===== config.mk =====
export PLATFORM = sky130hd
export DESIGN_NAME = game_fsm
export DESIGN_NICKNAME = d
export VERILOG_FILES = /design/src/logic/race_pkg.sv /design/src/logic/game_fsm.sv
export SDC_FILE = /design/constraint.sdc
export NUM_CORES = 1
export LEC_CHECK = 0
export BUFFER_PORTS_ARGS = -buffer_cell sky130_fd_sc_hd__buf_2
export CAP_MARGIN = 20
export CORE_MARGIN = 2
export CORE_UTILIZATION = 43
export CTS_BUF_LIST = sky130_fd_sc_hd__clkbuf_16
export DETAILED_ROUTE_END_ITERATION = 10
export GPL_ROUTABILITY_DRIVEN = 1
export PLACE_DENSITY = 0.57
export REMOVE_ABC_BUFFERS = 1
export SYNTH_ARGS = -nofsm -noshare
export SYNTH_HDL_FRONTEND = slang
export SYNTH_SLANG_ARGS = --single-unit

===== constraint.sdc =====
create_clock -name clk_25MHz -period 4.82 [get_ports clk_25MHz]
set_input_delay 0.723 -clock clk_25MHz [delete_from_list [all_inputs] [get_ports clk_25MHz]]
set_output_delay 0.723 -clock clk_25MHz [all_outputs]
set_load 0.02 [all_outputs]

===== src/logic/race_pkg.sv =====
package race_pkg;

    typedef logic [9:0]  coord_t;
    typedef logic [12:0] cell_addr_t;
    typedef logic [1:0]  cell_color_t;  // 0 road, 1 grass, 2 kerb, 3 wall
    typedef logic [11:0] rgb_t;

    typedef enum logic [2:0] {
        IDLE      = 3'd0,
        SETTING   = 3'd1,
        COUNTDOWN = 3'd3,
        RACING    = 3'd4,
        PAUSE     = 3'd5,
        FINISH    = 3'd6
    } game_state_t;

    // 640x480 at 25 MHz
    localparam int H_ACTIVE = 640, H_TOTAL = 800, H_SYNC_START = 656, H_SYNC_LEN = 96;
    localparam int V_ACTIVE = 480, V_TOTAL = 525, V_SYNC_START = 490, V_SYNC_LEN = 2;

    // screen layout
    localparam int HALF_W = 320, HUD_TOP = 360, MINIMAP_X0 = 240, MINIMAP_X1 = 400;
    localparam int VIEW_OFS_X = 40, VIEW_OFS_Y = 45, SELF_CX = 160, SELF_CY = 180;
    localparam int CAR_HALF = 37, DOT_HALF = 6;
    localparam int MAP_W_CELLS = 80, MAP_H_CELLS = 60, CELL_SHIFT = 3;  // 8 units per cell
    localparam int MAP_W = 640, MAP_H = 480;

    localparam rgb_t COL_LOBBY = 12'hBEB, COL_FINISH = 12'h222, COL_SEPARATOR = 12'hFFF;
    localparam rgb_t COL_HUD = 12'h444, COL_OUT_BOUND = 12'h6B4;
    localparam rgb_t COL_P1 = 12'hF00, COL_P2 = 12'h00F;
    localparam rgb_t COL_P1_WIN = 12'hFAA, COL_P2_WIN = 12'hAAF;
    localparam rgb_t PALETTE [0:3] = '{12'h888, 12'h2A2, 12'hFFF, 12'h000};

    localparam int PIPE_LATENCY = 2;  // scan position to rgb

    // bit positions in the pixel flag word
    localparam int FLAG_OUT_OF_MAP = 4, FLAG_SELF_BOX = 3, FLAG_ENEMY_BOX = 2;
    localparam int FLAG_P1_DOT = 1, FLAG_P2_DOT = 0;

endpackage


===== src/logic/game_fsm.sv =====
`timescale 1ns/10ps

module game_fsm import race_pkg::*; #(
    parameter int COUNT_TICKS = 25_000_000
) (
    input  logic        clk_25MHz,
    input  logic        rst,
    input  logic        start_btn,
    input  logic        setting_btn,
    input  logic        pause_btn,
    input  logic        p1_finish,
    input  logic        p2_finish,
    output game_state_t state
);

    localparam int TICK_W = $clog2(COUNT_TICKS + 1);

    logic [2:0]        btn_q;     // start, setting, pause
    logic [2:0]        btn_rise;
    logic [TICK_W-1:0] tick_cnt;
    logic [1:0]        phase;     // 2, 1, 0 then race
    logic              tick_end;

    assign btn_rise = {start_btn, setting_btn, pause_btn} & ~btn_q;
    assign tick_end = (tick_cnt == TICK_W'(COUNT_TICKS - 1));

    always_ff @(posedge clk_25MHz) begin
        if (rst) begin
            state    <= IDLE;
            btn_q    <= '0;
            tick_cnt <= '0;
            phase    <= '0;
        end else begin
            btn_q <= {start_btn, setting_btn, pause_btn};
            case (state)
                IDLE, SETTING: begin
                    if (btn_rise[2]) begin
                        state    <= COUNTDOWN;
                        tick_cnt <= '0;
                        phase    <= 2'd2;
                    end else if (btn_rise[1]) begin
                        state <= (state == IDLE) ? SETTING : IDLE;
                    end
                end
                COUNTDOWN: begin
                    tick_cnt <= tick_end ? '0 : tick_cnt + 1'b1;
                    if (tick_end) begin
                        if (phase == 2'd0) state <= RACING;
                        else phase <= phase - 1'b1;
                    end
                end
                RACING: begin
                    if (p1_finish && p2_finish) state <= FINISH;  // both must cross
                    else if (btn_rise[0]) state <= PAUSE;
                end
                PAUSE: begin
                    if (btn_rise[0]) state <= RACING;
                end
                FINISH: begin
                    if (btn_rise[2]) state <= IDLE;
                end
                default: state <= IDLE;
            endcase
        end
    end

endmodule


### Word-level counts from Yosys, hierarchy flattened

Index checks and enable logic that the tools add are counted.

* bitwise logic cells: 2
* reduce and logical (&&, ||, !) cells: 8
* eq/ne operators: 14
* muxes and demuxes: 17
* add/subtract/negate cells: 2

Operators with widths (count)
* 2-to-1 mux 25 bit: 2
* one-hot mux 25 bit (2 select lines): 1
* adder 25 x 1 -> 25 bit, second input constant: 1
* == test 25 bit, second input constant: 1
* 2-to-1 mux 3 bit: 8
* one-hot mux 3 bit (5 select lines): 1
* != test 2 bit, second input constant: 6
* == test 3 bit, second input constant: 3
* 2-to-1 mux 2 bit: 3
* != test 3 bit, second input constant: 2
* AND reduction 6 bit: 1
* one-hot mux 2 bit (2 select lines): 1
* AND reduction 4 bit: 1
* bitwise AND 3 bit: 1
* == test 3 x 1 -> 1 bit, second input constant: 1
* == test 3 x 2 -> 1 bit, second input constant: 1
* zero test 3 bit: 1
* inverter 3 bit: 1
* zero test 2 bit: 1
* AND reduction 2 bit: 1
* nonzero test 2 bit: 1
* OR reduction 2 bit: 1
* subtractor 2 x 1 -> 2 bit, second input constant: 1
* logical AND 1 bit: 1
* 2-to-1 mux 1 bit: 1

* bits of input ports: 7
* bits in registers: 33

### Logic depth before layout (Yosys ltp)

* depth after elaboration: 5
* gate-level depth with buffers: 8

### Least setup slack after synthesis

No wires, ideal clock.

* kind: in2reg
* start point: input start_btn
* end point: register tick_cnt[19]
* path slack: 2.825 ns
* data arrival time: 1.881 ns
* cell stages on the path: 6
* library setup time: 0.114 ns
* cells stage by stage: or3b_1 a21o_1 and2_1 buf_2 a21o_1 a21o_1

* word-level cells in the longest chain between the ends: 3

Ends and longest elaborated chain
* start, declared: RTL line game_fsm.sv:8 `input logic start_btn,`
* bitwise AND 3 bit: RTL line game_fsm.sv:24 `assign btn_rise = {start_btn, setting_btn, pause_btn} & ~btn_q;`
* != test 2 bit (no line)
* AND reduction 2 bit (no line)
* end signal, assigned: RTL line game_fsm.sv:46 `tick_cnt <= tick_end ? '0 : tick_cnt + 1'b1;`
* end, declared: RTL line game_fsm.sv:20 `logic [TICK_W-1:0] tick_cnt;`

Every way passes these cells.
A chain may end at the register's enable or synchronous reset.

### Worst setup path in the final report

* start point: register tick_cnt[0]
* end point: register tick_cnt[24]

* word-level cells in the longest chain between the ends: 3
* elaborated cells on any way between the ends: 4
* classes of those cells: add/sub (1); eq/ne (1); mux (2)

Ends and longest elaborated chain
* adder 25 x 1 -> 25 bit / == test 25 bit (equally long branches): RTL line game_fsm.sv:46, game_fsm.sv:25
* 2-to-1 mux 25 bit (*): RTL line game_fsm.sv:46
* one-hot mux 25 bit (2 select lines) (*): RTL line game_fsm.sv:35 `case (state)`

Every way passes the cells marked *; elsewhere a longest branch is shown, timed or not.

==> results.yml <==
run_status:
  run_status: "finished clean"
clock_tree:
  clkSinkCount: 33
  htree_levels: 2
  cts_resized: 0
  clkLatencyLatePin_ns: 0.28
  clk_pin_slew_ns: 0.06
  clockBufferDepth: 2
  hold_buffers: 0
  root_buffer: "clkbuf_16"
  numCtsBuffers: 5
  post_cts_buffers: 0
  cts_tree: "built"
place:
  dpl.hpwl_mm: 2.87
  io_buffers: 9
  place.gp.congestion: 0.792
  dp_cells: 269
setup_path:
  worstSetupPathType: "flop to flop"
  rrSetupSlack_ns: 2.42
  crit_fanout: 30
  crit_required_ns: 5.03
  r2r_start: "tick_cnt[0]"
  startpoint: "tick_cnt[0]"
  end_kind: "flop"
  crit_path_end: "tick_cnt[24]"
  reg2reg_to: "tick_cnt[24]"
  reg2reg_depth: 6
  start_kind: "flop"
  worst_ep_arrival_time_ns: 2.60
global_routing:
  grt_max_degree: 31
  antenna_found_initial: 0
  overflow: 0
  grt_usage: 0.181
  grt_pass1_wl_mm: 7.10
  grt_pass1_vias: 1457
timing:
  finalSetupViolations: 0
  setup-tns-final_ns: 0
  fmax_mhz: 417
  fin_crit_sh: 0.497
  slew_headroom: 0.351
  drv_slew: 0
  worst_pin_slew_ns: 0.974
  post-route-min-period_ns: 2.40
  hold_viol_final: 0
  clock-skew-final_ns: 0.00732
  rsz0062_at_grt: "no"
synthesis:
  synth_edf_count: 0
  avgSynthCellArea_sq_um: 8.53
  syn_area_sq_um: 1880
  yosysSeqAreaShare: 0.352
  ys_ff_latch: 33
  synth_cell_types: 58
  yosys_warnings: 0
  synthArstFlopShare: 0
  syn_inst: 220
  ys_dominant_reg_cell: "dfxtp_1"
floorplan:
  ios: 10
  rows: 24
  start_util: 0.440
  coreArea_sq_um: 4260
  dieArea_sq_um: 4910
  fp.dieW_um: 70.1
  die_h_um: 70.1
cells_and_area:
  layout_common_cells: "33 x dfxtp_1, 20 x nand2_1, 20 x a21oi_1, 12 x a31oi_1, 10 x nor2_1"
  stdcell_count: 277
  layout_commonest_cell: "dfxtp_1"
  nets: 233
  drive_above_1_share: 0.120
  syn_to_final_growth_pct: 8.93
  antenna_cells: 0
power_and_ir_drop:
  ir_drop_uv: 191
  pwr_density_cell_nw_per_um2: 334
  p_leak_nw: 0.715
routing:
  wl_per_cell_um: 14.6
  avgViaCountPerCell: 5.98
  drt_pass1_iterations: 4
  drc: 0
  drt.antenna.violating_nets: 0
  initialDrtViolationCount: 80
  wl_mm: 4.03
  vias: 1657
run:
  maxCapViolCount: 0
min_path:
  hp-class: "flop to flop"
  hold_depth: 1
kinds of logic (layout without fill, tap and decap cells):
kind of cell	Yosys count	after routing	share of synthesized area
AO/OA/AOI/OAI	67	67	0.245
XOR/XNOR	2	2	0.00934
adder cells (fa/ha/maj)	2	2	0.0133
flip-flops	33	33	0.352
buffers and inverters	20	25	0.0613
multiplexers	2	2	0.0107
AND/OR/NAND/NOR	94	94	0.309
final cells by class:
class | instances | area [sq um]
Sequential cell | 33 | 661
Multi-Input combinational cell | 167 | 1100
Fill cell | 412 | 2220
Inverter | 8 | 30.0
Clock buffer | 5 | 125
Timing Repair Buffer | 9 | 45.0
Clock inverter | 3 | 17.5
Tap cell | 52 | 65.1
worst min-delay path by stage:
stage	startpoint	to
2_1_floorplan	phase[0]	phase[0]
3_3_place_gp	phase[1]	phase[1]
3_5_place_dp	phase[0]	phase[0]
4_1_cts	phase[0]	phase[0]
5_1_grt	phase[0]	phase[0]
6_report	phase[0]	phase[0]
power by group:
group          total [mW]  internal, mW  switching, mW
combinational      0.0790        0.0299         0.0491
sequential          0.294         0.282         0.0125
clock               0.310         0.189          0.120
sequential cells by signal, indices dropped and copies added (netlist names):
| name | flops |
|---|---|
| btn_q | 3 |
| phase | 2 |
| tick_cnt | 25 |
| state | 3 |
per-layer routing:
| layer | share of wire | GRT usage | vias up |
|---|---|---|---|
| met5 | 0 | 0 | - |
| met4 | 0.018 | 0.0726 | 0 |
| met3 | 0.044 | 0.0519 | 7 |
| met2 | 0.44 | 0.257 | 35 |
| met1 | 0.50 | 0.256 | 774 |
| li1 | - | - | 841 |
worst max-delay path, stage by stage (launching register included):
cell and delay [ns]:
dfxtp_1 0.34, ha_1 0.26, and4_1 0.24, nand3b_1 0.22
o311a_1 0.84, a41oi_1 0.22, a31oi_1 0.19
cells in the mapped netlist, types with 5 or more instances:
cell	count	area, sq um
dfxtp_1	33	661
clkbuf_1	5	18.8
nand3_1	9	45.0
buf_6	5	56.3
nand4_1	7	43.8
inv_1	7	26.3
nand2_1	20	75.1
nor2b_1	6	37.5
a21oi_1	20	100
nor2_1	10	37.5
o21ai_0	6	30.0
a31oi_1	12	75.1
through the flow:
stage                      util  instance area (sq um)  power (mW)  setup slack, ns  hold WS [ns]
after detailed placement  0.446                   1900       0.378             2.33         0.452
after CTS                 0.479                   2040       0.689             2.42         0.463
after global routing      0.479                   2040       0.712             2.14         0.503
after global placement    0.446                   1900       0.376             2.42         0.448
after floorplan               -                   1790       0.352             2.76         0.432
final                     0.479                   2040       0.683             2.42         0.463
Note: power is estimated with default switching activity, not from simulation.
