<file path="src/logic/race_pkg.sv">
package race_pkg;

    typedef logic [9:0]  coord_t;
    typedef logic [12:0] cell_addr_t;
    typedef logic [1:0]  cell_color_t;  // 0 road, 1 grass, 2 kerb, 3 wall
    typedef logic [11:0] rgb_t;

    typedef enum logic [2:0] {
        IDLE      = 3'd0,
        SETTING   = 3'd1,
        COUNTDOWN = 3'd3,
        RACING    = 3'd4,
        PAUSE     = 3'd5,
        FINISH    = 3'd6
    } game_state_t;

    // 640x480 at 25 MHz
    localparam int H_ACTIVE = 640, H_TOTAL = 800, H_SYNC_START = 656, H_SYNC_LEN = 96;
    localparam int V_ACTIVE = 480, V_TOTAL = 525, V_SYNC_START = 490, V_SYNC_LEN = 2;

    // screen layout
    localparam int HALF_W = 320, HUD_TOP = 360, MINIMAP_X0 = 240, MINIMAP_X1 = 400;
    localparam int VIEW_OFS_X = 40, VIEW_OFS_Y = 45, SELF_CX = 160, SELF_CY = 180;
    localparam int CAR_HALF = 37, DOT_HALF = 6;
    localparam int MAP_W_CELLS = 80, MAP_H_CELLS = 60, CELL_SHIFT = 3;  // 8 units per cell
    localparam int MAP_W = 640, MAP_H = 480;

    localparam rgb_t COL_LOBBY = 12'hBEB, COL_FINISH = 12'h222, COL_SEPARATOR = 12'hFFF;
    localparam rgb_t COL_HUD = 12'h444, COL_OUT_BOUND = 12'h6B4;
    localparam rgb_t COL_P1 = 12'hF00, COL_P2 = 12'h00F;
    localparam rgb_t COL_P1_WIN = 12'hFAA, COL_P2_WIN = 12'hAAF;
    localparam rgb_t PALETTE [0:3] = '{12'h888, 12'h2A2, 12'hFFF, 12'h000};

    localparam int PIPE_LATENCY = 2;  // scan position to rgb

    // bit positions in the pixel flag word
    localparam int FLAG_OUT_OF_MAP = 4, FLAG_SELF_BOX = 3, FLAG_ENEMY_BOX = 2;
    localparam int FLAG_P1_DOT = 1, FLAG_P2_DOT = 0;

endpackage

</file>
<file path="src/logic/scan_if.sv">
`timescale 1ns/10ps

interface scan_if import race_pkg::*; ();

    coord_t x;
    coord_t y;
    logic   active;     // inside the 640x480 window
    logic   left_half;  // player 1 side

    modport source (
        output x, y, active, left_half
    );

    modport sink (
        input x, y, active, left_half
    );

endinterface

</file>
<file path="src/logic/pixel_mixer.sv">
`timescale 1ns/10ps

module pixel_mixer import race_pkg::*; (
    input  logic        clk_25MHz,
    input  logic        rst,
    scan_if.sink        scan,
    input  logic        hsync_raw,
    input  logic        vsync_raw,
    input  game_state_t state,
    input  logic        p1_finish,
    input  logic        p2_finish,
    input  logic [4:0]  flags,
    input  cell_color_t view_cell,
    input  cell_color_t mini_cell,
    output rgb_t        rgb,
    output logic        hsync,
    output logic        vsync
);

    logic [PIPE_LATENCY-1:0] hs_pipe, vs_pipe;
    logic [4:0]              flags_q;
    coord_t                  x_q, y_q;
    logic                    active_q, left_q;
    logic                    tinted;
    rgb_t                    pix;

    // stage one lines up with the registered ram reads
    always_ff @(posedge clk_25MHz) begin
        if (rst) begin
            hs_pipe  <= '1;
            vs_pipe  <= '1;
            active_q <= 1'b0;
        end else begin
            hs_pipe  <= {hs_pipe[PIPE_LATENCY-2:0], hsync_raw};
            vs_pipe  <= {vs_pipe[PIPE_LATENCY-2:0], vsync_raw};
            active_q <= scan.active;
        end
    end

    always_ff @(posedge clk_25MHz) begin
        flags_q <= flags;
        x_q     <= scan.x;
        y_q     <= scan.y;
        left_q  <= scan.left_half;
    end

    assign tinted = (state == RACING || state == PAUSE) &&
                    ((left_q && p1_finish) || (!left_q && p2_finish));

    always_comb begin
        if (!active_q) pix = 12'h000;
        else if (state == IDLE) pix = COL_LOBBY;
        else if (state == FINISH) pix = COL_FINISH;
        else if (y_q == coord_t'(HUD_TOP - 1) || y_q == coord_t'(HUD_TOP)) pix = COL_SEPARATOR;
        else if (y_q > coord_t'(HUD_TOP)) begin
            if (flags_q[FLAG_P1_DOT]) pix = COL_P1;
            else if (flags_q[FLAG_P2_DOT]) pix = COL_P2;
            else if (x_q >= coord_t'(MINIMAP_X0) && x_q < coord_t'(MINIMAP_X1))
                pix = PALETTE[mini_cell];
            else pix = COL_HUD;
        end
        else if (x_q == coord_t'(HALF_W - 1) || x_q == coord_t'(HALF_W)) pix = COL_SEPARATOR;
        else if (tinted) pix = left_q ? COL_P1_WIN : COL_P2_WIN;  // finished side
        else if (flags_q[FLAG_SELF_BOX]) pix = left_q ? COL_P1 : COL_P2;
        else if (flags_q[FLAG_ENEMY_BOX]) pix = left_q ? COL_P2 : COL_P1;
        else if (flags_q[FLAG_OUT_OF_MAP]) pix = COL_OUT_BOUND;
        else pix = PALETTE[view_cell];
    end

    // stage two
    always_ff @(posedge clk_25MHz) begin
        if (rst) rgb <= '0;
        else rgb <= pix;
    end

    assign hsync = hs_pipe[PIPE_LATENCY-1];
    assign vsync = vs_pipe[PIPE_LATENCY-1];

endmodule

</file>
<file path="src/flat_wrapper.sv">
// flat-port wrapper written by rule: the top's interface ports become plain ports
module pixel_mixer_flat import race_pkg::*;
  (clk_25MHz, rst, hsync_raw, vsync_raw, state, p1_finish, p2_finish, flags, view_cell, mini_cell, rgb, hsync, vsync, scan_x, scan_y, scan_active, scan_left_half);
  scan_if scan_i ();
  input  logic clk_25MHz;
  input  logic rst;
  input  logic hsync_raw;
  input  logic vsync_raw;
  input  game_state_t state;
  input  logic p1_finish;
  input  logic p2_finish;
  input  logic [4:0] flags;
  input  cell_color_t view_cell;
  input  cell_color_t mini_cell;
  output rgb_t rgb;
  output logic hsync;
  output logic vsync;
  input wire logic [$bits(scan_i.x)-1:0] scan_x;
  input wire logic [$bits(scan_i.y)-1:0] scan_y;
  input wire logic [$bits(scan_i.active)-1:0] scan_active;
  input wire logic [$bits(scan_i.left_half)-1:0] scan_left_half;
  assign scan_i.x = scan_x;
  assign scan_i.y = scan_y;
  assign scan_i.active = scan_active;
  assign scan_i.left_half = scan_left_half;
  pixel_mixer u_core (.clk_25MHz(clk_25MHz), .rst(rst), .scan(scan_i), .hsync_raw(hsync_raw), .vsync_raw(vsync_raw), .state(state), .p1_finish(p1_finish), .p2_finish(p2_finish), .flags(flags), .view_cell(view_cell), .mini_cell(mini_cell), .rgb(rgb), .hsync(hsync), .vsync(vsync));
endmodule
</file>
<file path="config.mk">
export PLATFORM = sky130hd
export DESIGN_NAME = pixel_mixer_flat
export DESIGN_NICKNAME = d
export VERILOG_FILES = /design/src/logic/race_pkg.sv /design/src/logic/scan_if.sv /design/src/logic/pixel_mixer.sv /design/src/flat_wrapper.sv
export SDC_FILE = /design/constraint.sdc
export NUM_CORES = 1
export LEC_CHECK = 0
export BUFFER_PORTS_ARGS = -buffer_cell sky130_fd_sc_hd__buf_2
export CORE_MARGIN = 2
export CORE_UTILIZATION = 50
export CTS_CLUSTER_DIAMETER = 30
export DETAILED_ROUTE_END_ITERATION = 8
export GPL_TIMING_DRIVEN = 0
export PLACE_DENSITY = 0.89
export SLEW_MARGIN = 20
export SYNTH_ARGS = -nofsm -noshare
export SYNTH_HDL_FRONTEND = slang
export SYNTH_SLANG_ARGS = --single-unit
</file>
<file path="constraint.sdc">
create_clock -name clk_25MHz -period 2.5 [get_ports clk_25MHz]
set_input_delay 0.25 -clock clk_25MHz [delete_from_list [all_inputs] [get_ports clk_25MHz]]
set_output_delay 0.25 -clock clk_25MHz [all_outputs]
set_load 0.01 [all_outputs]
</file>
# Yosys cells after proc, flatten, opt, wreduce, memory -nomap -nowiden
# Cells that the tools add are included.
# Widths: inputs -> output; s select.
# word_totals
reg_bits	43
latchBits	0
ram_bits	0
rom_bits	0
in_bits	40
output_inout_bits	14
word_cells	57
mem_count	0
# op_classes
add_sub_neg	0
mul	0
div_mod_pow	0
magnitude_cmp	5
eq_ne	7
shifts	0
muxes	21
bitwise_logic	3
reduce_logical	12
# op_table
cell	count
$mux 12	18
$bmux 12 s2	2
$eq 10x9->1 const B	4
$mux 11	1
$ge 10x8->1 const B	1
$gt 10x9->1 const B	1
$lt 10x9->1 const B	1
$eq 3x3->1 const B	3
$ge 3x3->1 const B	2
$not 2->3	2
$logic_and 1x1->1	4
$logic_or 1x1->1	4
$reduce_or 4->1	1
$logic_not 3->1	1
$reduce_or 2->1	1
$logic_not 1->1	1
$not 1->1	1

# Longest topological paths before layout
# Gate-level depths: netlist of the first run.
# depth
depth_word	13
depth_mapped	7
mapped_depth_nobuf	7

# Worst setup path before layout of the first run
# No wires, ideal clock.
# synth_timing
path_type	register to register
startpoint	reg u_core.y_q[7]
endpoint	reg u_core.rgb[3]
setup_time_ns	0.138
arrival_time_ns	1.798
path_slack_ns	0.564
stages_incl_launch_ff	7
path_buffers	1
synth_period_minus_slack_ns	1.936
cell_sequence	dfxtp_1 -> or4b_1 -> or3_1 -> buf_2 -> nor2b_4 -> o41ai_2 -> o22ai_1
# synth_between
elab_chain_len	5
# synth_lines
item	line	rtl
start: declaration	pixel_mixer.sv:22	coord_t x_q, y_q;
start signal: assignment	pixel_mixer.sv:43	y_q <= scan.y;
$gt 10x9->1 / $eq 10x9->1 (equally long branches)	pixel_mixer.sv:55, pixel_mixer.sv:54	
$mux 12 / $logic_or 1x1->1 (equally long branches)	pixel_mixer.sv:55, pixel_mixer.sv:54	
$mux 12 *	pixel_mixer.sv:54	else if (y_q == coord_t'(HUD_TOP - 1) || y_q == coord_t'(HUD_TOP)) pix = COL_SEPARATOR;
$mux 12 *	pixel_mixer.sv:53	else if (state == FINISH) pix = COL_FINISH;
$mux 12 *	pixel_mixer.sv:52	else if (state == IDLE) pix = COL_LOBBY;
end signal: assignment	pixel_mixer.sv:73	else rgb <= pix;
end: declaration	pixel_mixer.sv:15	output rgb_t rgb,
# Mark *: on every way between the ends. The rest lies on a longest branch, timed or not.
# A chain may end at the register's enable or synchronous reset.

# Final worst setup path of the first run
# Same ends and word-level chain as after synthesis.

==> qor.txt, run 1 <==
outcome = complete, no violations
most frequent cells in the layout = 54 x buf_2, 43 x dfxtp_1, 26 x dlygate4sd3_1
clock insertion delay at the later pin of the skew report = 0.35 ns
final setup fails = 0
H-tree depth = 2
share of cells above drive strength 1 = 27.4%
final hold viol count = 0
largest net degree at the start of global routing = 13
Syn Inst Count = 190
overall routing resource usage = 21.5%
RR Endpoint = u_core.rgb[3]
die area = 0.00407 mm^2
area delta synth->final = 35.4%
Max-Cap Viols = 0
leading cell type in the layout, fill and taps excluded = buf_2
CTS root buf = clkbuf_4
Die X = 63.8 um
syn avg cell area = 9.42 um^2
Ys Warns = 0
final RePlAce weighted congestion = 0.905
non-filler cells, final = 323
clk sinks = 43
Post-synth EDFFs = 0
Tightest Pin Transition = 0.712 ns
Crit. End Element = register
crit path to = u_core.rgb[3]
Hold Path Class = in -> reg
Seq cells post-synth = 43
Pwr Density = 516 mW/mm^2
Clock Skew = 0.0203 ns
syn_nets = 236
Most used DFF post-synth = dfxtp_1
post-DP HPWL = 2920 um
largest family of logic cells by synthesized area = compound AO/OA/AOI/OAI gates
crit path from = u_core.y_q[7]
vias per cell = 5.32
Worst-path clk slew = 0.11 ns
post-synthesis mux area share = 1.75%
CP arrival = 2.31 ns
adder-cell area share of the yosys netlist = 4.20%
DR vias = 1719
ys async rst share = 0%
initial drt markers = 119
sequential share of the synthesized area = 48.1%
Worst Min Path Start = hsync_raw
Num CTS Buffers = 5
diodes inserted = 0
DRT Wirelength = 4170 um
final setup TNS = 0 ns
Final min period = 2.10 ns
power consumption = 1.25 mW
Final Max Tran Viols = 0
clk buf depth = 2
Synth Area in XOR/XNOR = 0.490%
TritonCTS clock tree = built
grt ovf = 0
core area = 0.00339 mm^2
fmax = 0.477 GHz
Crit Path Max Fanout = 6
compound-cell area share of the yosys netlist = 21.2%
r2r worst-path depth = 6
Die Height = 63.8 um
leakage = 1.08 nW
vias in the first global route = 1556
worst slack at placement = 0.436 ns
CP required = 2.71 ns
unrepaired setup endpoints after global routing = no
Nets = 322
Post-DRT Antenna Nets = 0
simple-gate share of the synthesized area = 20.6%
first-pass GRT wire length = 6840 um
startpoint types = register
drt pass-1 iters = 5
cell total after placement = 289
kind of critical path = reg -> reg
cell row count = 21
crit share post-route = 83.8%
Slew headroom = 52.4%
Synth cell types = 46
IO Count = 54
post-route DRC violation count = 0
antenna violations before repair = 0
Initial Utilization = 52.8%
Post-Syn Area = 0.00179 mm^2
worst hold stages = 2
r2r startpoint = u_core.y_q[7]
setup repair bufs after CTS = 0
Fin Hold WS = 0.0859 ns
peak supply drop = 0.450 mV
reg2reg setup slack = 0.40 ns
drt wl/cell = 12.9 um
port bufs = 53
final setup margin = 0.405 ns
## state kept, by name, summed over array words and instances, names as in the netlist
| register | count |
|---|---|
| u_core.active_q | 1 |
| u_core.flags_q | 5 |
| u_core.rgb | 12 |
| u_core.y_q | 10 |
| u_core.left_q | 1 |
| u_core.x_q | 10 |
| u_core.hs_pipe | 2 |
| u_core.vs_pipe | 2 |
## logic make-up (layout without fill, tap and decap cells)
family / after synthesis / after routing
mux: 3 / 3
fa+ha+maj: 6 / 6
compound gates: 54 / 54
buf+inv: 16 / 103
flops: 43 / 43
xor+xnor: 1 / 1
simple gates: 67 / 67
## repair_timing
| item | CTS | global route |
|---|---|---|
| resized for setup | 0 | 0 |
| endpoints found under the hold margin | 23 | 3 |
| hold buffers | 23 | 3 |
## stage by stage
stage / area [um^2] / util, %
after global routing: 2420 / 71.5
after CTS: 2390 / 70.6
after global placement: 2110 / 62.3
final: 2420 / 71.5
after detailed placement: 2110 / 62.3
after floorplan: 1790 / -
## how the worst min path moves through the flow
stage	end	slack (ns)
2_1_floorplan	u_core.flags_q[0]	0.28
3_3_place_gp	u_core.x_q[4]	0.35
3_5_place_dp	u_core.flags_q[3]	0.35
4_1_cts	u_core.flags_q[0]	0.0002
5_1_grt	u_core.hs_pipe[0]	0.06
6_report	u_core.hs_pipe[0]	0.09
## cell usage after synthesis (all sizes together), types with 2 or more instances
library cell | instances | area share (%)
a211oi | 3 | 1.3
a21o | 2 | 0.91
a21oi | 6 | 1.7
a221oi | 4 | 2.0
a31oi | 9 | 3.1
and2 | 2 | 0.70
buf | 2 | 0.70
clkbuf | 4 | 0.84
dfxtp | 43 | 48
ha | 6 | 4.2
inv | 10 | 2.1
mux2i | 2 | 1.1
nand2 | 12 | 2.5
nand2b | 3 | 1.0
nand3 | 2 | 0.56
nand4 | 2 | 0.70
nor2 | 13 | 2.7
nor2b | 5 | 2.2
nor3 | 7 | 2.0
nor4 | 6 | 2.1
o211ai | 2 | 0.84
o21ai | 12 | 3.4
o22a | 2 | 0.98
o31ai | 4 | 1.7
or2 | 7 | 2.4
or3 | 2 | 0.70
or4b | 3 | 1.7
## report_power, final
group          internal [mW]  switching (mW)
Sequential             0.718          0.0174
Clock                  0.110           0.201
Combinational          0.104          0.0995
Total                  0.932           0.318
## critical path, cell delays in order, from the launching register on
cell and delay, ns:
dfxtp_1 0.32, or4b_1 0.54, or3_1 0.35, buf_2 0.16
nor2b_4 0.16, o41ai_2 0.33, o22ai_1 0.11
## area by class of cell
| class | instances | area (um^2) |
|---|---|---|
| buffer | 6 | 27.5 |
| clock buffer | 7 | 45.0 |
| clock inverter | 1 | 5.00 |
| fill | 258 | 967 |
| inverter | 10 | 37.5 |
| multi-input combinational | 131 | 863 |
| sequential | 43 | 861 |
| tap | 46 | 57.6 |
| timing repair buffer | 79 | 526 |
## per-layer routing
metal	share of wire, %	track usage (%)	vias up
li1	-	-	865
met4	2.4	7.34	0
met3	6.4	4.58	14
met1	42	26.7	764
met5	0	0	-
met2	50	36.7	76
(Power assumes the default switching activity.)
==> run 2: changes to the inputs <==
- clock period: 2.5 -> 2.1 ns (I/O delays scaled with it)
==> run 2 against run 1 <==
  * Cell area rose by 0.72%
  * Non-clock buffer count decreased by 1
  * Critical endpoint is now u_core.rgb[11]
  * Routed wire length increased by 0.67%
  * Critical path depth stayed put
  * Hold slack worse by 0.037 ns
  * First-iteration DRC count is the same
  * Largest power group unchanged
  * Via count decreased by 0.17%
  * Register-to-register slack lost 0.33 ns
  * Global-route usage grew 0.11 points
==> qor.txt, run 2 (synthesis results as in run 1) <==
kind of critical path = reg -> reg
Crit. End Element = register
drt wl/cell = 13.0 um
multi-input logic area = 883 um^2
overall routing resource usage = 21.6%
unrepaired setup endpoints after global routing = yes
DRT Wirelength = 4190 um
Die Height = 63.8 um
antenna violations before repair = 0
slowest stage delay, CP = 0.55 ns
top flop regs = u_core.rgb (12), u_core.x_q (10), u_core.y_q (10)
register area = 862 um^2
Clock Skew = 0.0197 ns
crit share post-route = 96.7%
largest net degree at the start of global routing = 13
# fillers = 254
most frequent cells in the layout = 54 x buf_2, 42 x dfxtp_1, 26 x dlygate4sd3_1
area delta synth->final = 36.4%
core area = 0.00339 mm^2
clock insertion delay at the later pin of the skew report = 0.35 ns
final hold viol count = 0
Final min period = 2.03 ns
Final Max Tran Viols = 0
IO Count = 54
first-pass GRT wire length = 6890 um
Crit Path Max Fanout = 6
CP arrival = 2.22 ns
Slew headroom = 57.6%
Hold Path Class = in -> reg
Nets = 321
share of cells above drive strength 1 = 29.3%
leading cell type in the layout, fill and taps excluded = buf_2
leakage = 1.09 nW
H-tree depth = 2
die area = 0.00407 mm^2
Max-Cap Viols = 0
clk buf depth = 2
slowest CP cell = or4b_1
outcome = complete, no violations
final setup fails = 0
CP required = 2.29 ns
peak supply drop = 0.521 mV
initial drt markers = 119
DR vias = 1716
setup repair bufs after CTS = 0
drt pass-1 iters = 4
post-DP HPWL = 2920 um
Post-DRT Antenna Nets = 0
Num CTS Buffers = 5
CTS root buf = clkbuf_4
cell row count = 21
max reg flops = 12
Initial Utilization = 52.8%
clk sinks = 43
diodes inserted = 0
vias per cell = 5.33
Worst-path clk slew = 0.11 ns
grt ovf = 0
final setup TNS = 0 ns
vias in the first global route = 1565
Biggest register = u_core.rgb
Die X = 63.8 um
CP cell instances = or4b_1 -> or3_1 -> buf_2 -> nor2b_4 -> nor3_1 -> o31ai_1
Tightest Pin Transition = 0.632 ns
startpoint types = register
Pwr Density = 611 mW/mm^2
TritonCTS clock tree = built
port bufs = 53
fmax = 0.493 GHz
post-route DRC violation count = 0
Fin Hold WS = 0.0484 ns
final RePlAce weighted congestion = 0.905
[run 2: cell types whose count changed in the layout (fill, tap and decap cells not counted), sizes merged]
cell / before / now
clkbuf: 11 / 10
[run 2: timing repair]
item	CTS	global route
hold endpoints to repair	26	0
endpoints found under the setup margin	0	10
gates resized for setup	0	5
hold buffers	26	0
[run 2: metrics by stage]
stage | total power [mW] | util (%) | instances | setup WS (ns) | area (um^2)
2_1_floorplan | 1.01 | - | 190 | 0.164 | 1790
3_3_place_gp | 1.08 | 62.3 | 289 | 0.0561 | 2110
3_5_place_dp | 1.09 | 62.3 | 289 | 0.0363 | 2110
6_report | 1.49 | 72.0 | 322 | 0.0703 | 2440
4_1_cts | 1.49 | 71.5 | 323 | 0.0176 | 2420
5_1_grt | 1.58 | 72.0 | 322 | -0.0268 | 2440
[run 2: final timing paths]
path                  endpoint  slack (ns)  cells past startpoint              start
max             u_core.rgb[11]        0.07                      6      u_core.y_q[7]
min          u_core.hs_pipe[0]        0.05                      2          hsync_raw
max reg2reg     u_core.rgb[11]        0.07                      6      u_core.y_q[7]
min reg2reg  u_core.hs_pipe[1]        0.43                      1  u_core.hs_pipe[0]
[run 2: power by group]
group | switching, mW | internal, mW | leakage, nW | total, mW
Sequential | 0.0238 | 0.855 | 0.358 | 0.878
Clock | 0.238 | 0.131 | 0.0293 | 0.369
Combinational | 0.118 | 0.125 | 0.698 | 0.243
Total | 0.380 | 1.11 | 1.09 | 1.49
[run 2: worst max-delay path, delay by kind of cell (launching register included)]
| kind | cells | cell delay [ns] |
|---|---|---|
| simple gates | 4 | 1.28 |
| flops | 1 | 0.32 |
| buf+inv | 1 | 0.16 |
| compound gates | 1 | 0.12 |
[run 2: area by class of cell]
| cell class | instances | area share [%] |
|---|---|---|
| tap | 46 | 2.36 |
| inverter | 10 | 1.54 |
| timing repair buffer | 79 | 21.5 |
| clock inverter | 1 | 0.205 |
| buffer | 5 | 0.974 |
| sequential | 43 | 35.3 |
| multi-input combinational | 131 | 36.2 |
| clock buffer | 7 | 1.85 |
[run 2: metal layers]
metal  GRT usage, %  vias to the layer above  wire [um]
met1           26.9                      752       1730
met5              0                        -          0
met4           7.34                        0        101
li1               -                      866          -
met2           36.8                       86       2080
met3           4.58                       12        284
