File: config.mk
export PLATFORM = sky130hd
export DESIGN_NAME = view_addr_gen_flat
export DESIGN_NICKNAME = d
export VERILOG_FILES = /design/src/logic/race_pkg.sv /design/src/logic/scan_if.sv /design/src/logic/view_addr_gen.sv /design/src/flat_wrapper.sv
export SDC_FILE = /design/constraint.sdc
export NUM_CORES = 1
export LEC_CHECK = 0
export BUFFER_PORTS_ARGS = -buffer_cell sky130_fd_sc_hd__buf_2
export CAP_MARGIN = 30
export CORE_MARGIN = 4
export CORE_UTILIZATION = 25
export DETAILED_ROUTE_END_ITERATION = 6
export PLACE_DENSITY_LB_ADDON = 0.08
export SLEW_MARGIN = 5
export SYNTH_ARGS = -nofsm -noshare
export SYNTH_HDL_FRONTEND = slang
export SYNTH_SLANG_ARGS = --single-unit
File: constraint.sdc
create_clock -name vclk -period 8.55
set_clock_uncertainty 0.15 [all_clocks]
set_input_delay 0.855 -clock vclk [all_inputs]
set_output_delay 0.855 -clock vclk [all_outputs]
set_load 0.02 [all_outputs]
File: src/logic/race_pkg.sv
package race_pkg;

    typedef logic [9:0]  coord_t;
    typedef logic [12:0] cell_addr_t;
    typedef logic [1:0]  cell_color_t;  // 0 road, 1 grass, 2 kerb, 3 wall
    typedef logic [11:0] rgb_t;

    typedef enum logic [2:0] {
        IDLE      = 3'd0,
        SETTING   = 3'd1,
        COUNTDOWN = 3'd3,
        RACING    = 3'd4,
        PAUSE     = 3'd5,
        FINISH    = 3'd6
    } game_state_t;

    // 640x480 at 25 MHz
    localparam int H_ACTIVE = 640, H_TOTAL = 800, H_SYNC_START = 656, H_SYNC_LEN = 96;
    localparam int V_ACTIVE = 480, V_TOTAL = 525, V_SYNC_START = 490, V_SYNC_LEN = 2;

    // screen layout
    localparam int HALF_W = 320, HUD_TOP = 360, MINIMAP_X0 = 240, MINIMAP_X1 = 400;
    localparam int VIEW_OFS_X = 40, VIEW_OFS_Y = 45, SELF_CX = 160, SELF_CY = 180;
    localparam int CAR_HALF = 37, DOT_HALF = 6;
    localparam int MAP_W_CELLS = 80, MAP_H_CELLS = 60, CELL_SHIFT = 3;  // 8 units per cell
    localparam int MAP_W = 640, MAP_H = 480;

    localparam rgb_t COL_LOBBY = 12'hBEB, COL_FINISH = 12'h222, COL_SEPARATOR = 12'hFFF;
    localparam rgb_t COL_HUD = 12'h444, COL_OUT_BOUND = 12'h6B4;
    localparam rgb_t COL_P1 = 12'hF00, COL_P2 = 12'h00F;
    localparam rgb_t COL_P1_WIN = 12'hFAA, COL_P2_WIN = 12'hAAF;
    localparam rgb_t PALETTE [0:3] = '{12'h888, 12'h2A2, 12'hFFF, 12'h000};

    localparam int PIPE_LATENCY = 2;  // scan position to rgb

    // bit positions in the pixel flag word
    localparam int FLAG_OUT_OF_MAP = 4, FLAG_SELF_BOX = 3, FLAG_ENEMY_BOX = 2;
    localparam int FLAG_P1_DOT = 1, FLAG_P2_DOT = 0;

endpackage

File: src/logic/scan_if.sv
`timescale 1ns/10ps

interface scan_if import race_pkg::*; ();

    coord_t x;
    coord_t y;
    logic   active;     // inside the 640x480 window
    logic   left_half;  // player 1 side

    modport source (
        output x, y, active, left_half
    );

    modport sink (
        input x, y, active, left_half
    );

endinterface

File: src/logic/view_addr_gen.sv
`timescale 1ns/10ps

module view_addr_gen import race_pkg::*; (
    scan_if.sink       scan,
    input  coord_t     p1_x,
    input  coord_t     p1_y,
    input  coord_t     p2_x,
    input  coord_t     p2_y,
    output cell_addr_t view_addr,
    output cell_addr_t mini_addr,
    output logic [4:0] flags
);

    // player within DOT_HALF world units of a minimap point
    function automatic logic near(coord_t a, coord_t b);
        logic signed [10:0] d;
        d = $signed({1'b0, a}) - $signed({1'b0, b});
        return (d >= -$signed(11'(DOT_HALF))) && (d <= $signed(11'(DOT_HALF)));
    endfunction

    coord_t             my_x, my_y, rival_x, rival_y;
    coord_t             view_x;
    coord_t             map_x, map_y;   // world point under the pixel
    coord_t             mm_x, mm_y;     // world point under the minimap pixel
    logic               out_of_map, in_mini;
    logic signed [12:0] dx, dy, ex_c, ey_c, sx, sy;
    logic               self_box, enemy_box;

    assign my_x    = scan.left_half ? p1_x : p2_x;
    assign my_y    = scan.left_half ? p1_y : p2_y;
    assign rival_x = scan.left_half ? p2_x : p1_x;
    assign rival_y = scan.left_half ? p2_y : p1_y;
    assign view_x  = scan.left_half ? scan.x : scan.x - coord_t'(HALF_W);

    // 4x zoom around the player
    assign map_x = coord_t'(view_x >> 2) + my_x - coord_t'(VIEW_OFS_X);
    assign map_y = coord_t'(scan.y >> 2) + my_y - coord_t'(VIEW_OFS_Y);
    assign out_of_map = (map_x >= coord_t'(MAP_W)) || (map_y >= coord_t'(MAP_H));
    assign view_addr = out_of_map ? '0 :
        cell_addr_t'(map_y >> CELL_SHIFT) * cell_addr_t'(MAP_W_CELLS) +
        cell_addr_t'(map_x >> CELL_SHIFT);

    assign self_box = (view_x >= coord_t'(SELF_CX - CAR_HALF)) &&
                      (view_x <= coord_t'(SELF_CX + CAR_HALF)) &&
                      (scan.y >= coord_t'(SELF_CY - CAR_HALF)) &&
                      (scan.y <= coord_t'(SELF_CY + CAR_HALF));

    // rival offset can be negative
    assign dx   = $signed({3'b000, rival_x}) - $signed({3'b000, my_x});
    assign dy   = $signed({3'b000, rival_y}) - $signed({3'b000, my_y});
    assign ex_c = $signed(13'(SELF_CX)) + (dx <<< 2);
    assign ey_c = $signed(13'(SELF_CY)) + (dy <<< 2);
    assign sx   = $signed({3'b000, view_x});
    assign sy   = $signed({3'b000, scan.y});
    assign enemy_box = (sx >= ex_c - $signed(13'(CAR_HALF))) &&
                       (sx <= ex_c + $signed(13'(CAR_HALF))) &&
                       (sy >= ey_c - $signed(13'(CAR_HALF))) &&
                       (sy <= ey_c + $signed(13'(CAR_HALF)));

    assign in_mini = scan.active && (scan.y >= coord_t'(HUD_TOP)) &&
                     (scan.x >= coord_t'(MINIMAP_X0)) && (scan.x < coord_t'(MINIMAP_X1));
    assign mm_x = (scan.x - coord_t'(MINIMAP_X0)) << 2;  // whole map in 160x120
    assign mm_y = (scan.y - coord_t'(HUD_TOP)) << 2;
    assign mini_addr = !in_mini ? '0 :
        cell_addr_t'(mm_y >> CELL_SHIFT) * cell_addr_t'(MAP_W_CELLS) +
        cell_addr_t'(mm_x >> CELL_SHIFT);

    always_comb begin
        flags                  = '0;
        flags[FLAG_OUT_OF_MAP] = out_of_map;
        flags[FLAG_SELF_BOX]   = self_box;
        flags[FLAG_ENEMY_BOX]  = enemy_box;
        flags[FLAG_P1_DOT]     = in_mini && near(mm_x, p1_x) && near(mm_y, p1_y);
        flags[FLAG_P2_DOT]     = in_mini && near(mm_x, p2_x) && near(mm_y, p2_y);
    end

endmodule

File: src/flat_wrapper.sv
// flat-port wrapper written by rule: the top's interface ports become plain ports
module view_addr_gen_flat import race_pkg::*;
  (p1_x, p1_y, p2_x, p2_y, view_addr, mini_addr, flags, scan_x, scan_y, scan_active, scan_left_half);
  scan_if scan_i ();
  input  coord_t p1_x;
  input  coord_t p1_y;
  input  coord_t p2_x;
  input  coord_t p2_y;
  output cell_addr_t view_addr;
  output cell_addr_t mini_addr;
  output logic [4:0] flags;
  input wire logic [$bits(scan_i.x)-1:0] scan_x;
  input wire logic [$bits(scan_i.y)-1:0] scan_y;
  input wire logic [$bits(scan_i.active)-1:0] scan_active;
  input wire logic [$bits(scan_i.left_half)-1:0] scan_left_half;
  assign scan_i.x = scan_x;
  assign scan_i.y = scan_y;
  assign scan_i.active = scan_active;
  assign scan_i.left_half = scan_left_half;
  view_addr_gen u_core (.scan(scan_i), .p1_x(p1_x), .p1_y(p1_y), .p2_x(p2_x), .p2_y(p2_y), .view_addr(view_addr), .mini_addr(mini_addr), .flags(flags));
endmodule
### Word-level counts from Yosys, hierarchy flattened

Cells that the tools add are included.

* output and inout port bits: 31
* register bits after elaboration: 0

* order comparisons: 21
* reductions and logical operators: 18
* multipliers: 2
* $add $sub $neg: 21
* muxes and demuxes: 7

Operators with widths (count)
* 10-bit by 10-bit subtractor with 11-bit output: 6
* 10-bit 2-to-1 mux: 5
* 11-bit by 4-bit >= comparator with 1-bit output, second input constant: 4
* 11-bit by 4-bit <= comparator with 1-bit output, second input constant: 4
* 13-bit by 7-bit adder with 13-bit output: 2
* 13-bit by 7-bit adder with 13-bit output, second input constant: 2
* 9-bit by 13-bit adder with 13-bit output, first input constant: 2
* 11-bit by 13-bit >= comparator with 1-bit output: 2
* 11-bit by 13-bit <= comparator with 1-bit output: 2
* 13-bit 2-to-1 mux: 2
* 13-bit by 7-bit subtractor with 13-bit output, second input constant: 2
* 8-bit by 10-bit adder with 10-bit output: 2
* 10-bit by 8-bit >= comparator with 1-bit output, second input constant: 2
* 10-bit by 9-bit >= comparator with 1-bit output, second input constant: 2
* 10-bit by 8-bit <= comparator with 1-bit output, second input constant: 2
* 10-bit by 6-bit subtractor with 10-bit output, second input constant: 2
* 7-bit by 3-bit multiplier with 9-bit output, second input constant: 2
* 1-bit logical AND: 17
* 10-bit >= comparator, second input constant: 1
* 10-bit by 7-bit >= comparator with 1-bit output, second input constant: 1
* 10-bit by 9-bit < comparator with 1-bit output, second input constant: 1
* 10-bit by 9-bit subtractor with 10-bit output, second input constant: 1
* 8-bit by 7-bit subtractor with 8-bit output, second input constant: 1
* 8-bit subtractor, second input constant: 1
* 1-bit logical OR: 1

### Logic depth before layout (Yosys ltp)

Gate-level depths: netlist of run 1.

* depth in word-level cells: 8
* depth in mapped cells: 28

### Worst setup path before layout of run 1

No wires, ideal clock.

* path kind: input port to output port
* start point: input port scan_left_half
* end point: output port view_addr[12]
* required time: 7.545 ns
* path slack: 1.199 ns
* stages on the path: 25
* arrival time: 6.346 ns
* path buffers: 7
* cells stage by stage: buf_2 > buf_2 > buf_2 > buf_2 > buf_1 > buf_1 > buf_1 > o21ai_0 > ha_1 > ha_1 > a21o_1 > a21oi_1 > o21bai_1 > a21oi_1 > o21bai_1 > a21oi_1 > xor2_1 > inv_1 > ha_1 > ha_1 > xnor2_1 > nor3b_1 > nand3_1 > xnor2_1 > nor2_1

* word-level cells in the longest chain between the ends: 6
* elaborated cells on any way between the ends: 13
* classes of those cells: 5 x add/sub; 1 x mul; 2 x order compare; 4 x mux; 1 x reduce/logical

RTL lines
* start: declaration: line flat_wrapper.sv:15 `input wire logic [$bits(scan_i.left_half)-1:0] scan_left_half;`
* 10-bit 2-to-1 mux, on equally long branches: line view_addr_gen.sv:30, view_addr_gen.sv:29, view_addr_gen.sv:33
* 8-bit by 10-bit adder with 10-bit output, on equally long branches: line view_addr_gen.sv:37, view_addr_gen.sv:36
* 10-bit by 6-bit subtractor with 10-bit output, on equally long branches: line view_addr_gen.sv:37, view_addr_gen.sv:36
* 7-bit by 3-bit multiplier with 9-bit output (tied with other cells): line view_addr_gen.sv:40 `cell_addr_t'(map_y >> CELL_SHIFT) * cell_addr_t'(MAP_W_CELLS) +`
* 13-bit by 7-bit adder with 13-bit output or 1-bit logical OR (tied branches): line view_addr_gen.sv:40, view_addr_gen.sv:38
* 13-bit 2-to-1 mux *: line view_addr_gen.sv:39 `assign view_addr = out_of_map ? '0 :`
* end: declaration: line flat_wrapper.sv:9 `output cell_addr_t view_addr;`

Every way passes the cells marked *; elsewhere a longest branch is shown, timed or not.

### Worst setup path after layout of run 1

* start point: input port scan_left_half
* end point: output port flags[2]

* word-level cells in the longest chain between the ends: 8
* elaborated cells on any way between the ends: 20
* classes of those cells: 8 x add/sub; 4 x order compare; 5 x mux; 3 x reduce/logical

RTL lines
* 10-bit 2-to-1 mux, on equally long branches: line view_addr_gen.sv:31, view_addr_gen.sv:29
* 10-bit by 10-bit subtractor with 11-bit output: line view_addr_gen.sv:49 `assign dx = $signed({3'b000, rival_x}) - $signed({3'b000, my_x});`
* 9-bit by 13-bit adder with 13-bit output: line view_addr_gen.sv:51 `assign ex_c = $signed(13'(SELF_CX)) + (dx <<< 2);`
* 13-bit by 7-bit subtractor with 13-bit output or 13-bit by 7-bit adder with 13-bit output (tied branches): line view_addr_gen.sv:55, view_addr_gen.sv:56
* 11-bit by 13-bit >= comparator with 1-bit output or 11-bit by 13-bit <= comparator with 1-bit output (tied branches): line view_addr_gen.sv:55, view_addr_gen.sv:56
* 1-bit logical AND: line view_addr_gen.sv:55 `assign enemy_box = (sx >= ex_c - $signed(13'(CAR_HALF))) &&`
* 1-bit logical AND: line view_addr_gen.sv:56 `(sx <= ex_c + $signed(13'(CAR_HALF))) &&`
* 1-bit logical AND *: line view_addr_gen.sv:57 `(sy >= ey_c - $signed(13'(CAR_HALF))) &&`
* end: declaration: line flat_wrapper.sv:11 `output logic [4:0] flags;`

Marks and branches as above.

==> results of run 1 <==
[cells in the final DEF, fill, tap and decap left out, types with 19 or more instances in the layout]
master / synthesis / final
xnor2_1: 93 / 93
ha_1: 150 / 150
o21bai_1: 33 / 33
nor3_1: 27 / 27
nor2b_1: 19 / 19
nand2_1: 40 / 40
nor2_1: 88 / 88
nand3_1: 24 / 24
xor2_1: 41 / 41
buf_2: 5 / 93
o21ai_0: 26 / 26
inv_1: 136 / 136
a21o_1: 25 / 25
a21oi_1: 67 / 67
[worst max-delay path by stage]
stage	to	cells past startpoint
5_1_grt	flags[2]	20
4_1_cts	flags[2]	21
3_5_place_dp	flags[2]	21
2_1_floorplan	view_addr[12]	25
3_3_place_gp	flags[2]	21
6_report	flags[2]	21
[power by group through the flow]
stage	combinational (W)	sequential, W	clock (W)
after CTS	0.00135	0	0
final	0.00133	0	0
after global placement	0.00136	0	0
after floorplan	0.00103	0	0
after global routing	0.00151	0	0
after detailed placement	0.00134	0	0
[worst min-delay path, stage by stage]
cell and delay [ns]:
buf_2 0.16, inv_1 0.07, nor2_1 0.04, buf_2 0.15
[metal layers]
| layer | track usage, % | share of wire (%) | vias to the layer above |
|---|---|---|---|
| met1 | 19.6 | 48 | 3071 |
| met5 | 0 | 0 | - |
| li1 | - | - | 3601 |
| met2 | 26.9 | 48 | 106 |
| met4 | 0.580 | 0.47 | 0 |
| met3 | 0.598 | 3.0 | 8 |
[cell type report]
cell class / instances / area (um^2) / area share, %
Tap cell: 378 / 473 / 5.91
Timing Repair Buffer: 97 / 495 / 6.20
Multi-Input combinational cell: 825 / 6520 / 81.5
Inverter: 136 / 510 / 6.38
[through the flow]
step                      cells  utilization, %  setup WS (ns)
after floorplan             980               -           1.20
after global placement     1436            28.6           1.85
after detailed placement   1436            28.6           1.82
after CTS                  1436            28.6           1.81
after global routing       1436            28.6           1.21
final                      1436            28.6           1.88
[cells by family after synthesis]
kind of cell    Yosys count  share of synthesized area, %
compound gates          228                          22.3
xor+xnor                137                          17.2
fa+ha+maj               167                          29.6
buf+inv                 155                          8.42
mux                      22                          3.23
simple gates            271                          19.3
==> metrics.md, run 1 <==
| Metric | Value |
|---|---|
| Status | completed |
| Pwr/cell area | 166 nW/um^2 |
| Cell with the most instances after synthesis | ha_1 |
| Iter 0 DRT Violations | around 290 |
| Maximum clock frequency | between 0.1 and 0.15 GHz |
| Clk pwr share | 0% |
| Hold Path End | mini_addr[0] |
| Relative slew margins | around 50% |
| Die H | around 180 um |
| PostCTS Resize Cnt | 0 |
| Number of port buffers | 93 |
| Routed vias | between 6000 and 7000 |
| Initial antenna violation count | 1 |
| Logic gate share of total power | 100.0% |
| GRT Total Usage | between 10% and 20% |
| Setup crit start kind | input pin |
| Worst IR drop on VDD | between 0.0001 and 0.00015 V |
| Top cells by area, synth | ha_1 (26%), xnor2_1 (11%), inv_1 (7.2%) |
| Drt total wl | about 23000 um |
| Layout cells sized above 1 | around 11% |
| Max-cap violation count | 0 |
| Initial Util | between 20 and 30% |
| Chip width | ~180 um |
| Seq cells | 0 |
| CP startpoint | scan_left_half |
| Static Leak | around 4 nW |
| # diodes | 0 |
| Post-CTS Setup Repair Bufs | 0 |
| Sw Share | ~58% |
| Syn_nets | between 1000 and 1500 |
| CP max FO | 8 |
| Synthesized cell area | approximately 7100 um^2 |
| Gpl congestion | about 0.83 |
| Post-synth top area share | about a quarter |
| Slew of the pin with the lowest slew margin | 0.751 ns |
| Psw | roughly 0.00077 W |
| Antenna-violating nets left | 0 |
| Final Max Tran Viols | 0 |
| Largest net degree at the start of global routing | 41 |
| Syn. warnings | 0 |
| RSZ-0062 raised after global routing | false |
| Fill count | 3192 |
| FF/Latch Area | 0 um^2 |
| Post-Syn Area per Cell | between 7 and 8 um^2 |
| Sequential Power Share | 0% |
| Post-Route Setup TNS | 0 ns |
| CLK BUF | 0 |
| Global-route wire length before repair | 36900 um |
| Tot Pwr | between 0.001 and 0.0015 W |
| Final setup viols | 0 |
| Remaining DRCs | 0 |
| Die area | around 31000 um^2 |
| Critical Path, Cell by Cell | buf_2 > inv_1 > mux2_2 > ha_1 > a221oi_1 > o31ai_1 > xor2_1 > inv_1 > ha_1 > o21ai_1 > xor2_1 > xnor2_1 > ha_1 > nand2_1 > o21ai_0 > inv_1 > a2111oi_0 > o21ai_0 > a32o_1 > a211oi_2 > buf_2 |
| Worst min-delay path category | input pin to output port |
| Post-DP Area | roughly 8000 um^2 |
| CP Class | input pin to output port |
| DP Wirelength | around 20000 um |
| Vias per Instance | approximately 4.7 |
| Area Growth Syn to Fin | 12.4% |
| Top post-synthesis cells by count | ha_1 (150), inv_1 (136), xnor2_1 (93) |
| Drt wl/cell | 16.2 um |
| # hold bufs at CTS | 0 |
| Fin crit share | between 70% and 80% |
| Crit-path slowest cell | xor2_1 |
| Num ports | 93 |
| First drt pass iteration count | 4 |
| Total grt overflow | 0 |
| Critical Path RT | 7.55 ns |
| CP peak stage delay | around 0.50 ns |
| Hold Crit Start | scan_x[1] |
| Worst setup EP type | output port |
| Fin nets | roughly 1300 |
| Arr. time, crit path | around 5.7 ns |
| Hold slack | 1.98 ns |
| Internal | approximately 0.00056 W |
| Final count of hold timing violations | 0 |
| Std-Cell Rows | 61 |
| Cell family with most CP delay | compound AO/OA/AOI/OAI gates |
| Post-route cell area | 8000 um^2 |
| Buf/Inv on CP | 5 |
| Core area | around 28000 um^2 |
| Sequential share of the synthesized area | 0% |
| Vias in the first global route | a little under 7000 |
| Syn Inst Count | 980 |
| Tmin final | between 6 and 7 ns |
| Yosys top cell by area | ha_1 |
| Hold Crit Depth | 4 |
| Netlist cell types | 74 |
Power figures use the tool's default switching activity.
==> run 2, diff against run 1 <==
clock period = 6 ns   (was 8.55 ns; I/O delays follow)
==> run 2 against run 1 <==
  * Core utilization up 0.82 points
  * Critical path depth up 1
  * Cell area up 2.9%
  * Worst hold slack worse by 0.52 ns
  * Non-clock buffer count up 21
  * Highest routed layer is now met5
  * Global-route usage up 0.072 points
  * First-iteration DRC count up 5.1%
==> metrics.md, run 2 (synthesis results as in run 1) <==
| Metric | Value |
|---|---|
| Worst IR drop on VDD | 0.000163 V (+59%) |
| Fill count | 3186 (-0.19%) |
| Hold slack | 1.46 ns (-0.516 ns) |
| Post-route cell area | 8230 um^2 (+2.9%) |
| Iter 0 DRT Violations | 309 (+5.1%) |
| Final Non-Filler Cells | 1457 (+1.5%) |
| Drt wl/cell | 15.9 um (-2.0%) |
| Vias per Instance | 4.69 (-0.66%) |
| Commonest non-fill, non-tap cell in the layout | ha_1 |
| Static Leak | 4.02 nW (+3.0%) |
| CLK BUF | 0 (unchanged) |
| Setup crit start kind | input pin |
| Status | completed |
| Post-Route Setup TNS | 0 ns (unchanged) |
| DP Worst Slack | 0.188 ns (-1.63 ns) |
| CP max FO | 38 (+30) |
| Tmin final | approximately 5.7 ns |
| Critical Path RT | 5.25 ns (-2.30 ns) |
| Drt total wl | 23100 um (-0.53%) |
| First drt pass iteration count | 4 (unchanged) |
| Worst min-delay path category | input pin to output port |
| Initial Util | 25.5% (unchanged) |
| DP Wirelength | 20300 um (-0.54%) |
| GR Layer Usage met3 | 0.620% (+0.021 points) |
| Pwr/cell area | 242 nW/um^2 (+46%) |
| Global-route wire length before repair | 37100 um (+0.56%) |
| RSZ-0062 raised after global routing | true |
| Total grt overflow | 0 (unchanged) |
| # hold bufs at CTS | 0 (unchanged) |
| Final setup viols | 0 (unchanged) |
| Largest net degree at the start of global routing | 39 (-4.9%) |
| Chip width | 177 um (unchanged) |
| M1 GR Usage | 19.6% (-0.023 points) |
| Post-DP Area | 8190 um^2 (+2.4%) |
| Core area | 27900 um^2 (unchanged) |
| Gpl congestion | 0.787 (-5.4%) |
| Final count of hold timing violations | 0 (unchanged) |
| Die area | 31200 um^2 (unchanged) |
| GRT Total Usage | 14.6% (+0.072 points) |
| Area Growth Syn to Fin | 15.6% |
| Vias in the first global route | 6895 (+0.51%) |
| Setup WS post-layout | 0.294 ns (-1.59 ns) |
| Remaining DRCs | 0 (unchanged) |
| Most used routing layer in global routing | met2 |
| Area occupied by multi-input gates | 6570 um^2 (+0.79%) |
| Most frequent cells in the layout | ha_1 (150), inv_1 (135), buf_2 (93) |
| Antenna-violating nets left | 0 (unchanged) |
| # diodes | 0 (unchanged) |
| Number of port buffers | 93 (unchanged) |
| Post-placement cell count | 1457 (+1.5%) |
| Final Max Tran Viols | 0 (unchanged) |
| Fin nets | 1299 (+1.6%) |
| Max-cap violation count | 0 (unchanged) |
| Fin crit share | 95.1% |
| M2 GR Usage | 27.1% (+0.19 points) |
| Arr. time, crit path | 4.96 ns (-0.70 ns) |
| Relative slew margins | 50.8% (+1.1 points) |
| Layout cells sized above 1 | 13.8% (+2.5 points) |
| Initial antenna violation count | 1 (unchanged) |
| Slew of the pin with the lowest slew margin | 0.736 ns (-0.0158 ns) |
| CP Class | input pin to output port |
| Worst setup EP type | output port |
| FF/Latch Area | 0 um^2 (unchanged) |
| Maximum clock frequency | around 0.18 GHz |
| Die H | 177 um (unchanged) |
| Routed vias | 6840 (+0.80%) |
| Seq cells | 0 (unchanged) |
| Std-Cell Rows | 61 (unchanged) |
| Num ports | 93 (unchanged) |
[run 2: changes by cell type in the layout (fill, tap and decap cells not counted), moves of 2 or more]
cell,before,now
buf_4,4,23
nor2_1,88,86
nor2_2,0,2
xor2_1,41,39
xor2_2,0,2
[run 2: layer usage]
layer  routed length (um)  vias up
li1                     -     3640
met1                11100     3102
met2                11400       88
met3                  513        8
met4                  150        2
met5                   12        -
[run 2: area by class of cell]
cell class / count / area share (%)
Inverter: 136 / 6.25
Multi-Input combinational cell: 825 / 79.9
Tap cell: 378 / 5.75
Timing Repair Buffer: 118 / 8.14
[run 2: what timing repair did]
item | CTS | global route
setup endpoints to repair | 0 | 2
buffers inserted | 0 | 0
resized for setup | 0 | 6
[run 2: critical path, cell delays in order]
cell and delay, ns:
buf_2 0.13, buf_12 0.18, nor3b_1 0.21, a21oi_1 0.08
ha_1 0.24, nor3_1 0.20, nor4_1 0.08, a2111oi_2 0.29
buf_4 0.20, xnor2_1 0.21, o21a_1 0.25, xor2_2 0.19
nand3_1 0.16, xnor2_1 0.18, ha_1 0.27, nor2b_1 0.12
o21ai_0 0.10, a2111oi_1 0.41, and3_1 0.20, o21ai_0 0.17
a211oi_2 0.28, buf_2 0.20
[run 2: final timing paths]
path	start	to	cells after the start
worst max-delay path	scan_left_half	flags[2]	22
worst min-delay path	scan_x[1]	mini_addr[0]	4
[run 2: metrics by stage]
step	util [%]	power (W)
global route	29.5	0.00228
floorplan	-	0.00149
global placement	29.3	0.00202
CTS	29.3	0.00202
finish	29.5	0.00199
detailed placement	29.3	0.00200
[run 2: power by group]
| group | internal, W | switching, W |
|---|---|---|
| Sequential | 0 | 0 |
| Clock | 0 | 0 |
| Combinational | 0.000876 | 0.00112 |
==> run 3, diff against run 2 <==
CORE_UTILIZATION = 36   (was 25)
==> run 3 against run 2 <==
  * Via count shrank 0.35%
  * Core utilization grew 12 points
  * Sequential share of layout area is the same
  * Global-route usage grew 4.1 points
  * First-iteration DRC count shrank 23%
  * Critical endpoint is now view_addr[11]
  * Largest cell class unchanged
==> metrics.md, run 3 (synthesis results as in run 1) <==
| Metric | Value |
|---|---|
| Hold Crit Start | scan_x[1] |
| Remaining DRCs | 0 (unchanged) |
| Slew of the pin with the lowest slew margin | 0.707 ns (-0.0284 ns) |
| Hold Path End | mini_addr[0] |
| Num ports | 93 (unchanged) |
| CLK BUF | 0 (unchanged) |
| Relative slew margins | 52.2% (+1.4 points) |
| Crit-path slowest cell | fa_1 |
| Critical Path, Cell by Cell | clkbuf_4 > buf_4 > o21ai_0 > ha_1 > ha_1 > fa_1 > a21o_1 > a21oi_1 > nor2b_1 > o21a_1 > o21ai_0 > nand2b_1 > a21oi_1 > xnor2_1 > inv_1 > ha_1 > a21oi_1 > nor3b_1 > nand3_1 > xor2_1 > nor2_2 > buf_2 |
| Worst min-delay path category | input pin to output port |
| Drt total wl | 21100 um (-8.8%) |
| Iter 0 DRT Violations | 239 (-23%) |
| Global-route wire length before repair | 33900 um (-8.6%) |
| Tmin final | 5.58 ns (-0.128 ns) |
| Initial Util | 36.6% (+11 points) |
| FF/Latch Area | 0 um^2 (unchanged) |
| Total grt overflow | 0 (unchanged) |
| Core area | 19500 um^2 (-30%) |
| Fin nets | 1298 (-0.077%) |
| # hold bufs at CTS | 0 (unchanged) |
| First drt pass iteration count | 4 (unchanged) |
| Antenna-violating nets left | 0 (unchanged) |
| Routed vias | 6816 (-0.35%) |
| Status | completed |
| Std-Cell Rows | 51 (-16%) |
| Die area | 22100 um^2 (-29%) |
| CP peak stage delay | 0.42 ns (about the same) |
| Gpl congestion | 0.827 (+5.0%) |
| Max-cap violation count | 0 (unchanged) |
| Seq cells | 0 (unchanged) |
| DP Wirelength | 18300 um (-9.9%) |
| Vias in the first global route | 6628 (-3.9%) |
| CP max FO | 11 (-71%) |
| Core Util, Final | 41.7% (+12 points) |
| Drt wl/cell | 15.7 um (-1.1%) |
| Fill count | 2109 (-34%) |
| Final count of hold timing violations | 0 (unchanged) |
| Chip width | 149 um (-16%) |
| # diodes | 0 (unchanged) |
| Layout cells sized above 1 | 14.1% (+0.29 points) |
| Maximum clock frequency | 0.179 GHz (+2.3%) |
| Fin crit share | 93.0% (-2.1 points) |
| Setup crit start kind | input pin |
| Commonest non-fill, non-tap cell in the layout | ha_1 |
| Die H | 149 um (-16%) |
| Arr. time, crit path | 4.83 ns (-0.13 ns) |
| Hold slack | 1.45 ns (-0.0140 ns) |
| Vias per Instance | 5.08 (+8.1%) |
| CP Class | input pin to output port |
| GRT Total Usage | 18.7% (+4.1 points) |
| Critical Path RT | 5.25 ns (about the same) |
| Final setup viols | 0 (unchanged) |
| Pwr/cell area | 241 nW/um^2 (-0.45%) |
| Hold Crit Depth | 4 (unchanged) |
| Final Max Tran Viols | 0 (unchanged) |
| Area occupied by multi-input gates | 6620 um^2 (+0.72%) |
| Worst IR drop on VDD | 0.000156 V (-4.1%) |
| Area Growth Syn to Fin | 14.1% |
| Initial antenna violation count | 1 (unchanged) |
| Largest net degree at the start of global routing | 34 (-13%) |
| Worst setup EP type | output port |
| Most frequent cells in the layout | ha_1 (150), inv_1 (135), buf_2 (92) |
| Number of port buffers | 93 (unchanged) |
| Static Leak | 4.03 nW (about the same) |
| RSZ-0062 raised after global routing | false |
-- run 3: cell count changes in the layout (fill, tap and decap cells not counted), sizes merged --
cell | before | now
clkbuf | 0 | 1
buf | 118 | 116
-- run 3: worst max path at each step --
stage	from	end	slack (ns)	cells past startpoint
global route	scan_left_half	flags[2]	0.001	21
global placement	scan_left_half	flags[2]	0.22	22
floorplan	scan_left_half	view_addr[12]	-0.04	26
CTS	scan_left_half	flags[2]	0.19	21
finish	scan_left_half	view_addr[11]	0.42	22
detailed placement	scan_left_half	flags[2]	0.19	22
-- run 3: metrics by stage --
step                setup TNS [ns]  instance area (um^2)  power, W  setup WS (ns)  instances
finish                           0                  8120   0.00196          0.421       1343
global placement                 0                  8020   0.00195          0.216       1341
floorplan                  -0.0369                  7160   0.00149        -0.0369        980
detailed placement               0                  8020   0.00194          0.193       1341
CTS                              0                  8020   0.00196          0.185       1341
global route                     0                  8120   0.00222        0.00104       1343
-- run 3: worst max-delay path: cells and delay by family --
kind,cells,cell delay [ns]
AOI/OAI and AO/OA,7,1.28
xor gates and xnor gates,2,0.34
buffers and inverters,4,0.64
adders and majority gates,4,1.26
and+or+nand+nor,5,0.72
-- run 3: metal layers --
metal | track usage [%] | share of wire (%)
met1 | 24.7 | 46
met2 | 35.1 | 50
met3 | 0.609 | 3.1
met4 | 1.71 | 0.74
met5 | 0 | 0.038
-- run 3: timing repair --
action,4_1_cts,5_1_grt
endpoints found under the setup margin,0,3
gates resized for setup,0,14
hold endpoints to repair,0,0
buffers inserted,0,2
-- run 3: power by group --
group / switching (W) / internal (W)
combinational: 0.00110 / 0.000860
clock: 0 / 0
sequential: 0 / 0
total: 0.00110 / 0.000860
-- run 3: final cells by class --
type                            count  share of cell area, %
Inverter                          136                   6.33
Tap cell                          265                   4.08
Multi-Input combinational cell    825                   81.5
Timing Repair Buffer              117                   8.08
